[src/fetch_pkg.sv]
`default_nettype none

package fetch_pkg;

   // Word address space, byte offset bits dropped
   localparam int addr_w = 30;

   // One instruction
   localparam int insn_w = 32;

   // Fetch packet of two instructions
   localparam int pkt_w = 64;

   // Signed word offset of a relative jump, bits 25 to 0
   localparam int jmp_off_w = 26;

   // Requests the bus fetch unit keeps in flight
   localparam int max_outstanding = 2;

   // Major opcode of a relative jump, bits 31 to 26
   localparam logic [5:0] op_jmprel = 6'h01;

   typedef logic [addr_w-1:0] word_addr_t;

   typedef logic [insn_w-1:0] insn_t;

   // Slot 1 sits in the low half
   typedef struct packed {
      insn_t slot2;
      insn_t slot1;
   } pkt_t;

   // Path tag, bumped on every flush or redirect
   typedef logic [1:0] epoch_t;

endpackage

`default_nettype wire

[src/fetch_pkt_if.sv]
`default_nettype none

interface fetch_pkt_if
   import fetch_pkg::*;
   ();

   // Packet handshake
   logic       valid;
   logic       ready;

   // Raw packet from the bus
   pkt_t       data;

   // Fetch PC of the request, low bit set means slot 1 is skipped
   word_addr_t pc;

   // Path the request was issued on
   epoch_t     epoch;

   // Bus fetch unit side
   modport src (output valid, output data, output pc, output epoch, input ready);

   // Issue buffer side
   modport dst (input valid, input data, input pc, input epoch, output ready);

endinterface

`default_nettype wire

[src/fetch_pc_gen.sv]
`default_nettype none

module fetch_pc_gen
   import fetch_pkg::*;
   #(
      parameter word_addr_t reset_vector = '0
   )
   (
      input  logic       clk,
      input  logic       reset,
      // External flush
      input  logic       flush,
      input  word_addr_t flush_tgt,
      // Taken relative jump from the issue buffer
      input  logic       redirect,
      input  word_addr_t redirect_tgt,
      // Request accepted by the bus
      input  logic       req_take,
      // Current fetch point
      output word_addr_t fetch_pc,
      output epoch_t     fetch_epoch,
      output epoch_t     cur_epoch
   );

   word_addr_t pc_q;
   word_addr_t pc_d;
   word_addr_t seq_pc;
   epoch_t     epoch_q;
   epoch_t     epoch_d;

   // Next packet boundary, an odd PC still moves to the following packet
   assign seq_pc = {pc_q[addr_w-1:1] + 1'b1, 1'b0};

   // Flush first, then redirect, then sequential flow
   always_comb
   begin
      pc_d    = pc_q;
      epoch_d = epoch_q;
      if (flush)
      begin
         pc_d    = flush_tgt;
         epoch_d = epoch_q + 1'b1;
      end
      else if (redirect)
      begin
         pc_d    = redirect_tgt;
         epoch_d = epoch_q + 1'b1;
      end
      else if (req_take)
      begin
         pc_d = seq_pc;
      end
   end

   always_ff @(posedge clk)
   begin
      if (reset)
      begin
         pc_q    <= reset_vector;
         epoch_q <= '0;
      end
      else
      begin
         pc_q    <= pc_d;
         epoch_q <= epoch_d;
      end
   end

   assign fetch_pc = pc_q;

   // Requests are tagged with the path they belong to
   assign fetch_epoch = epoch_q;

   // Live path, anything tagged otherwise is stale
   assign cur_epoch = epoch_q;

endmodule

`default_nettype wire

[src/ibus_fetch.sv]
`default_nettype none

module ibus_fetch
   import fetch_pkg::*;
   (
      input  logic             clk,
      input  logic             reset,
      // Fetch point from the PC generator
      input  word_addr_t       fetch_pc,
      input  epoch_t           fetch_epoch,
      input  logic             flush,
      input  logic             redirect,
      output logic             req_take,
      // Bus request channel
      output logic             ibus_ar_valid,
      output word_addr_t       ibus_ar_addr,
      input  logic             ibus_ar_ready,
      // Bus response channel
      input  logic             ibus_r_valid,
      input  logic [pkt_w-1:0] ibus_r_data,
      output logic             ibus_r_ready,
      // Packet towards the issue buffer
      fetch_pkt_if.src         pkt
   );

   localparam int ptr_w = $clog2(max_outstanding);
   localparam int cnt_w = $clog2(max_outstanding + 1);

   logic [cnt_w-1:0] cnt_q;
   logic [ptr_w-1:0] wr_ptr_q;
   logic [ptr_w-1:0] rd_ptr_q;
   word_addr_t       q_pc [max_outstanding];
   epoch_t           q_epoch [max_outstanding];
   logic             hold_q;
   logic             hold_stale_q;
   word_addr_t       hold_pc_q;
   epoch_t           hold_epoch_q;
   word_addr_t       req_pc;
   epoch_t           req_epoch;
   logic             ar_fire;
   logic             r_fire;

   // A request left waiting keeps its address until the bus takes it
   assign req_pc    = hold_q ? hold_pc_q : fetch_pc;
   assign req_epoch = hold_q ? hold_epoch_q : fetch_epoch;

   // New request only out of reset, with room in flight and no path change this cycle
   assign ibus_ar_valid = ~reset &
                          (hold_q | ((cnt_q < max_outstanding) & ~flush & ~redirect));
   assign ibus_ar_addr  = {req_pc[addr_w-1:1], 1'b0};
   assign ar_fire       = ibus_ar_valid & ibus_ar_ready;

   // PC generator moved on already if the held request went stale
   assign req_take = ar_fire & ~(hold_q & hold_stale_q);

   // Responses come back in order and pair with the queue head
   assign pkt.valid    = ibus_r_valid;
   assign pkt.data     = ibus_r_data;
   assign pkt.pc       = q_pc[rd_ptr_q];
   assign pkt.epoch    = q_epoch[rd_ptr_q];
   assign ibus_r_ready = pkt.ready;
   assign r_fire       = ibus_r_valid & pkt.ready;

   always_ff @(posedge clk)
   begin
      if (reset)
      begin
         cnt_q        <= '0;
         wr_ptr_q     <= '0;
         rd_ptr_q     <= '0;
         hold_q       <= 1'b0;
         hold_stale_q <= 1'b0;
      end
      else
      begin
         cnt_q <= cnt_q + cnt_w'(ar_fire) - cnt_w'(r_fire);
         if (ar_fire)
            wr_ptr_q <= wr_ptr_q + 1'b1;
         if (r_fire)
            rd_ptr_q <= rd_ptr_q + 1'b1;
         hold_q <= ibus_ar_valid & ~ibus_ar_ready;
         // Remember a flush or redirect seen while waiting on the bus
         if (ibus_ar_valid & ~ibus_ar_ready)
            hold_stale_q <= (hold_q & hold_stale_q) | flush | redirect;
         else
            hold_stale_q <= 1'b0;
      end
   end

   // Request PC and tag for each request in flight
   always_ff @(posedge clk)
   begin
      if (ar_fire)
      begin
         q_pc[wr_ptr_q]    <= req_pc;
         q_epoch[wr_ptr_q] <= req_epoch;
      end
      if (ibus_ar_valid & ~ibus_ar_ready)
      begin
         hold_pc_q    <= req_pc;
         hold_epoch_q <= req_epoch;
      end
   end

endmodule

`default_nettype wire

[src/jump_predecode.sv]
`default_nettype none

module jump_predecode
   import fetch_pkg::*;
   (
      input  insn_t      insn,
      input  word_addr_t pc,
      output logic       is_jmprel,
      output word_addr_t jmp_tgt
   );

   word_addr_t off_ext;

   // Major opcode only, no further fields matter here
   assign is_jmprel = (insn[insn_w-1:jmp_off_w] == op_jmprel);

   // Word offset, sign extended to the address width
   assign off_ext = {{(addr_w - jmp_off_w){insn[jmp_off_w-1]}}, insn[jmp_off_w-1:0]};

   // Relative to the jump itself
   assign jmp_tgt = pc + off_ext;

endmodule

`default_nettype wire

[src/issue_buffer.sv]
`default_nettype none

module issue_buffer
   import fetch_pkg::*;
   (
      input  logic       clk,
      input  logic       reset,
      input  epoch_t     cur_epoch,
      // Packet from the bus fetch unit
      fetch_pkt_if.dst   pkt,
      // Decoder handshake
      output logic       out_valid,
      input  logic       out_ready,
      output logic       slot1_valid,
      output insn_t      slot1_insn,
      output word_addr_t slot1_pc,
      output logic       slot2_valid,
      output insn_t      slot2_insn,
      output word_addr_t slot2_pc,
      // Taken relative jump back to the PC generator
      output logic       redirect,
      output word_addr_t redirect_tgt
   );

   logic       valid_q;
   pkt_t       data_q;
   word_addr_t pc_q;
   epoch_t     epoch_q;
   logic       live;
   logic       jmp1;
   logic       jmp2;
   word_addr_t tgt1;
   word_addr_t tgt2;
   logic       take1;
   logic       take2;

   // Stored packet dies as soon as the path moves on
   assign live      = valid_q & (epoch_q == cur_epoch);
   assign out_valid = live;

   // Room when empty, stale or being drained this cycle
   assign pkt.ready = ~live | out_ready;

   always_ff @(posedge clk)
   begin
      if (reset)
         valid_q <= 1'b0;
      else if (pkt.ready)
         valid_q <= pkt.valid & (pkt.epoch == cur_epoch);
   end

   always_ff @(posedge clk)
   begin
      if (pkt.valid & pkt.ready)
      begin
         data_q  <= pkt.data;
         pc_q    <= pkt.pc;
         epoch_q <= pkt.epoch;
      end
   end

   // Both slots share the packet base
   assign slot1_pc   = {pc_q[addr_w-1:1], 1'b0};
   assign slot2_pc   = {pc_q[addr_w-1:1], 1'b1};
   assign slot1_insn = data_q.slot1;
   assign slot2_insn = data_q.slot2;

   jump_predecode u_predecode1
      (
         .insn      (slot1_insn),
         .pc        (slot1_pc),
         .is_jmprel (jmp1),
         .jmp_tgt   (tgt1)
      );

   jump_predecode u_predecode2
      (
         .insn      (slot2_insn),
         .pc        (slot2_pc),
         .is_jmprel (jmp2),
         .jmp_tgt   (tgt2)
      );

   // Slot 1 only from an aligned fetch PC
   assign slot1_valid = live & ~pc_q[0];
   assign take1       = slot1_valid & jmp1;

   // Younger slot is dropped behind a jump in slot 1
   assign slot2_valid = live & ~take1;
   assign take2       = slot2_valid & jmp2;

   // Oldest jumping slot wins, raised only on acceptance
   assign redirect     = live & out_ready & (take1 | take2);
   assign redirect_tgt = take1 ? tgt1 : tgt2;

endmodule

`default_nettype wire

[src/ifu_frontend.sv]
`default_nettype none

module ifu_frontend
   import fetch_pkg::*;
   #(
      parameter word_addr_t reset_vector = '0
   )
   (
      input  logic             clk,
      input  logic             reset,
      // Bus request channel
      output logic             ibus_ar_valid,
      output word_addr_t       ibus_ar_addr,
      input  logic             ibus_ar_ready,
      // Bus response channel
      input  logic             ibus_r_valid,
      input  logic [pkt_w-1:0] ibus_r_data,
      output logic             ibus_r_ready,
      // Flush from the back end
      input  logic             flush,
      input  word_addr_t       flush_tgt,
      // Decoder side
      output logic             out_valid,
      input  logic             out_ready,
      output logic             slot1_valid,
      output insn_t            slot1_insn,
      output word_addr_t       slot1_pc,
      output logic             slot2_valid,
      output insn_t            slot2_insn,
      output word_addr_t       slot2_pc
   );

   word_addr_t fetch_pc;
   epoch_t     fetch_epoch;
   epoch_t     cur_epoch;
   logic       req_take;
   logic       redirect;
   word_addr_t redirect_tgt;

   // Bus response to issue buffer
   fetch_pkt_if pkt_if ();

   fetch_pc_gen #(.reset_vector (reset_vector)) u_pc_gen
      (
         .clk          (clk),
         .reset        (reset),
         .flush        (flush),
         .flush_tgt    (flush_tgt),
         .redirect     (redirect),
         .redirect_tgt (redirect_tgt),
         .req_take     (req_take),
         .fetch_pc     (fetch_pc),
         .fetch_epoch  (fetch_epoch),
         .cur_epoch    (cur_epoch)
      );

   ibus_fetch u_ibus_fetch
      (
         .clk           (clk),
         .reset         (reset),
         .fetch_pc      (fetch_pc),
         .fetch_epoch   (fetch_epoch),
         .flush         (flush),
         .redirect      (redirect),
         .req_take      (req_take),
         .ibus_ar_valid (ibus_ar_valid),
         .ibus_ar_addr  (ibus_ar_addr),
         .ibus_ar_ready (ibus_ar_ready),
         .ibus_r_valid  (ibus_r_valid),
         .ibus_r_data   (ibus_r_data),
         .ibus_r_ready  (ibus_r_ready),
         .pkt           (pkt_if.src)
      );

   issue_buffer u_issue_buffer
      (
         .clk          (clk),
         .reset        (reset),
         .cur_epoch    (cur_epoch),
         .pkt          (pkt_if.dst),
         .out_valid    (out_valid),
         .out_ready    (out_ready),
         .slot1_valid  (slot1_valid),
         .slot1_insn   (slot1_insn),
         .slot1_pc     (slot1_pc),
         .slot2_valid  (slot2_valid),
         .slot2_insn   (slot2_insn),
         .slot2_pc     (slot2_pc),
         .redirect     (redirect),
         .redirect_tgt (redirect_tgt)
      );

endmodule

`default_nettype wire

[config.mk]
export PLATFORM = sky130hd
export DESIGN_NAME = ifu_frontend
export DESIGN_NICKNAME = d
export VERILOG_FILES = /design/src/fetch_pkg.sv /design/src/fetch_pkt_if.sv /design/src/fetch_pc_gen.sv /design/src/ibus_fetch.sv /design/src/jump_predecode.sv /design/src/issue_buffer.sv /design/src/ifu_frontend.sv
export SDC_FILE = /design/constraint.sdc
export NUM_CORES = 1
export LEC_CHECK = 0
export ABC_AREA = 1
export BUFFER_PORTS_ARGS = -buffer_cell sky130_fd_sc_hd__buf_2
export CAP_MARGIN = 0
export CORE_MARGIN = 2
export CORE_UTILIZATION = 62
export DETAILED_ROUTE_END_ITERATION = 8
export PLACE_DENSITY = 0.87
export SLEW_MARGIN = 20
export SYNTH_ARGS = -nofsm -noshare
export SYNTH_HDL_FRONTEND = slang
export SYNTH_SLANG_ARGS = --single-unit
[constraint.sdc]
create_clock -name clk -period 10.8 [get_ports clk]
set_input_delay 0.54 -clock clk [delete_from_list [all_inputs] [get_ports clk]]
set_output_delay 0.54 -clock clk [all_outputs]
set_load 0.05 [all_outputs]
==> impl.org <==
** Power
- Cell internal pwr :: about 0.0017 W
- Sequential share of power :: a little over two fifths
- Clock network fraction of design power :: between 30 and 40%
- P_sw :: 0.0008855 W
- Combinational Power Share :: 25.3%
- P_leak :: ~8 nW
- Total power for the finished layout comes to 0.002570 W.
- Of the total power, the share spent switching nets is approximately a third.
- Peak supply drop :: around 180 uV
- Dividing total power by cell area gives a power density of 158.0 mW/mm2.

** Setup path
- WP buf/inv :: 2
- Worst path required time :: 10.26 ns
- Critical-path cell list :: nor2_1 > nand2_1 > nor2_1 > nand3_2 > nand2_2 > nand2_4 > nand3_2 > nand2_2 > nand2_1 > inv_1 > buf_2
- In this design, the stage delay of the slowest critical-path cell is approximately 0.70 ns.
- Launching instance or port of the critical path :: u_issue_buffer.slot1_insn[31]
- Critical Path Slowest Stage Cell :: sky130_fd_sc_hd__nand3_2
- Along the worst path, the maximum fanout reaches 38.
- Arrival time reported for the critical path endpoint :: 3.15 ns
- Critical R2R Launch :: u_issue_buffer.slot1_insn[31]
- The setup path with the least slack is of type register to output port.
- Type of element capturing the critical path :: output port
- Cell class contributing the biggest share of worst-path delay :: simple AND/OR/NAND/NOR gates
- STA classifies the critical path startpoint as a register.

** Clock network
- The number of hold buffers added after CTS was 0.
- In this run the post-CTS setup repair buffer count came out at 0.
- For this design, the sink count on the clock tree is roughly 230.
- Clock latency of the later-clocked register in the worst-skew pair :: between 0.5 and 0.6 ns
- After clock tree synthesis, the clock-pin slew on the worst setup and hold paths is about 0.060 ns.
- Counting along the longest clock path gives a buffer depth of 3.
- Clock tree synthesis inserted a total of 25 buffers.
- Post-cts gate resize count :: 0
- CTS H-tree lvls :: 1
- Clock root buffer :: sky130_fd_sc_hd__clkbuf_16
- TritonCTS built the clock tree.

** Synthesis
- Summing the sequential cell areas from Yosys gives 44.97% of the chip area.
- Distinct cell type count of the synthesized netlist :: 43
- In the synthesized netlist, the cells that appear most often are 635 x sky130_fd_sc_hd__nand2_1, 245 x sky130_fd_sc_hd__inv_1, 192 x sky130_fd_sc_hd__edfxtp_1, 175 x sky130_fd_sc_hd__nor2_1, 146 x sky130_fd_sc_hd__nand3_1.
- Yosys attributes the largest share of cell area to sky130_fd_sc_hd__edfxtp_1 39%, sky130_fd_sc_hd__nand2_1 16%, sky130_fd_sc_hd__inv_1 6.3%.
- Synth Area per Inst :: around 7.7 um2
- For this run, the leading register cell type out of synthesis is sky130_fd_sc_hd__edfxtp_1.
- Number of instances in the synthesized netlist :: 1903
- Biggest area consumer among synthesized cells :: sky130_fd_sc_hd__edfxtp_1
- In this run the cell area of the synthesized design comes to approximately 0.015 mm2.
- Number of flops mapped to enable cells by yosys :: about 190
- Share of flip-flops with an asynchronous set or reset after synthesis :: 0%
- In the post-synthesis netlist, the cell with the most instances is sky130_fd_sc_hd__nand2_1.
- Synth warn :: 0
- Counting flops and latches in the post-synthesis netlist gives 232.
- The share of synthesized area in the top cell type comes to 39.49%.

** Final layout
- Count of non-filler cells in the finished layout :: approximately 2400
- The net count of the finished layout is about 2200.
- The post-route netlist has 16.04% of its cells at a drive strength greater than 1.
- The number of antenna diodes in the final layout is 0.
- Final core utilization :: roughly 70%
- Compared with the post-synthesis result, the final layout area differs by 11.37%.

** Die
- Measured along the x axis, the die boundary spans between 150 and 200 um.
- The region available for standard cell placement spans about 0.023 mm2.
- For this design the top-level I/O count stands at around 260.
- Die Outline Area :: about 0.025 mm2
- After floorplanning, the core was divided into 56 placement rows.
- Once the floorplan was initialized, standard cells occupied ~63% of the core.
- Y dimension of the die :: roughly 160 um

** STA
- Measured against its own limit, the worst slew margin works out to 36.72%.
- Derived from the worst setup path, the maximum achievable clock frequency is 0.2711 GHz.
- The hold violation count in the final report came to 0.
- The max-slew violation total from the final report was 0.
- Final period util :: approximately a third
- For the pin with the worst max-slew slack, the measured transition is roughly 0.95 ns.
- Largest clock skew in the final design :: ~0.012 ns
- Number of failing setup endpoints in the final timing report :: 0
- Smallest setup slack after layout :: a little over 7 ns
- Setup repair after global routing left no endpoint under its margin.
- Final setup TNS :: 0 ns
- Final critical-path required period :: between 3 and 4 ns

** Drt
- Average wire per standard cell :: 18.22 um
- The final layout contains routed wiring with a total length of approximately 44000 um.
- After detailed routing, no signal wire sits above met5.
- First-pass iteration count of the detailed router :: 6
- Met1 routed wirelength after detailed routing :: 17610 um
- Number of design rule violations left after detail routing :: 0
- Detailed routing placed a total of 3346 um of wire on met3.
- After detailed routing, the met2 layer carries 21350 um of wire.
- Drt initial violations :: approximately 1300
- Post-route antenna net violation count :: 0
- Via count :: ~13000
- Via count normalized by instance count :: ~5.5

** Global route
- Via count of the first global-routing pass :: 12270
- Global-route congestion overflow total :: 0
- First-pass GRT wire length :: between 60000 and 70000 um
- Number of antenna violations at the first check in global routing :: 1
- Pin count of the biggest net entering global routing :: 62
- Global-route usage over all layers :: approximately a third

** Hold path
- The worst hold path belongs to the class primary input to register.
- The startpoint identified for the worst hold timing path is ibus_r_data[1].

** Place
- The HPWL after detailed placement is ~34000 um.
- Dpl cells :: around 2400
- The congestion estimate from routability-driven global placement came to 0.9718.
- Post-Place Setup Slack :: approximately 7.3 ns
- Buffers placed on the I/O ports in this run total roughly 260.

** Flow run
- The tool flagged a number of max-cap violations equal to 0.

** Run status
- The run finished with clean final reports.
stage by stage:
step / cell area [um2] / hold slack (ns)
floorplan: 14600 / 0.4601
finish: 16260 / 0.1671
CTS: 16260 / 0.1614
global route: 16260 / 0.1605
global placement: 15480 / 0.4783
detailed placement: 15480 / 0.4978
power groups by stage:
stage,Clock (W),Sequential [W],Combinational [W]
2_1_floorplan,0,0.00113,0.000464
3_3_place_gp,0,0.00109,0.000629
3_5_place_dp,0,0.00109,0.000640
4_1_cts,0.000841,0.00108,0.000644
5_1_grt,0.000870,0.00108,0.000707
6_report,0.000842,0.00108,0.000650
path summary, 6_finish.rpt:
kind	to	slack [ns]	cells after the start
hold / removal	u_issue_buffer.slot1_insn[1]	0.17	1
setup / recovery	ibus_ar_valid	7.11	11
hold reg to reg	u_issue_buffer.pc_q[18]	0.52	2
setup reg to reg	u_pc_gen.fetch_pc[1]	7.23	12
cell type report:
| type | count | area, um2 |
|---|---|---|
| fillers | 1949 | 7002 |
| flip-flops and latches | 232 | 6566 |
| multi-input cells | 1293 | 6237 |
| repair buffers | 262 | 1329 |
| inverters | 251 | 947.2 |
| clock buffers | 32 | 651.9 |
| well taps | 319 | 399.1 |
| clock inverters | 12 | 130.1 |
logic make-up after synthesis:
| family | synth area share [%] |
|---|---|
| and+or+nand+nor | 29.61 |
| buffers and inverters | 12.38 |
| DFF | 44.97 |
| AOI/OAI and AO/OA | 6.144 |
| adders and majority gates | 5.245 |
| xor gates and xnor gates | 1.440 |
| other | 0.05144 |
| muxes | 0.1542 |
layer usage:
layer | global-route usage (%) | vias to the layer above
li1 | - | 6373
met4 | 11.13 | 2
met3 | 5.892 | 109
met1 | 44.46 | 6101
met5 | 0 | -
met2 | 59.58 | 609
layout by cell type (no fill, tap or decap), types with 3 or more instances in the layout:
cell type	Yosys	final
sky130_fd_sc_hd__edfxtp_1	192	192
sky130_fd_sc_hd__nor3_1	19	19
sky130_fd_sc_hd__nand3b_1	14	14
sky130_fd_sc_hd__a21oi_1	66	66
sky130_fd_sc_hd__o21ai_1	15	15
sky130_fd_sc_hd__nor2_2	4	7
sky130_fd_sc_hd__nand3_2	4	4
sky130_fd_sc_hd__clkinv_1	0	4
sky130_fd_sc_hd__or2_2	8	8
sky130_fd_sc_hd__conb_1	2	3
sky130_fd_sc_hd__a31oi_1	7	7
sky130_fd_sc_hd__xnor2_1	4	4
sky130_fd_sc_hd__nor2_1	175	172
sky130_fd_sc_hd__buf_2	8	255
sky130_fd_sc_hd__xor2_1	20	20
sky130_fd_sc_hd__nand2_1	635	635
sky130_fd_sc_hd__and2_1	3	3
sky130_fd_sc_hd__buf_4	93	7
sky130_fd_sc_hd__inv_1	245	243
sky130_fd_sc_hd__ha_1	58	58
sky130_fd_sc_hd__o21ai_0	56	56
sky130_fd_sc_hd__clkbuf_1	20	7
sky130_fd_sc_hd__o22ai_1	6	6
sky130_fd_sc_hd__inv_2	5	6
sky130_fd_sc_hd__nand4_1	18	18
sky130_fd_sc_hd__nand3_1	146	146
sky130_fd_sc_hd__nand2_2	5	5
sky130_fd_sc_hd__o21bai_1	8	8
sky130_fd_sc_hd__clkbuf_16	0	25
sky130_fd_sc_hd__dfxtp_1	40	40
flip-flops by register name, summed over array words and instances (netlist names), named ones only:
register / cells
u_ibus_fetch.rd_ptr_q: 1
u_ibus_fetch.cnt_q: 2
u_ibus_fetch.hold_stale_q: 1
u_pc_gen.fetch_pc: 30
u_ibus_fetch.hold_epoch_q: 2
u_ibus_fetch.hold_pc_q: 30
u_ibus_fetch.q_epoch: 4
u_issue_buffer.pc_q: 30
u_ibus_fetch.hold_q: 1
u_ibus_fetch.q_pc: 60
u_issue_buffer.valid_q: 1
u_pc_gen.cur_epoch: 2
u_issue_buffer.slot2_insn: 32
u_issue_buffer.epoch_q: 2
u_issue_buffer.slot1_insn: 32
u_ibus_fetch.wr_ptr_q: 1
Note: power is estimated with default switching activity, not from simulation.
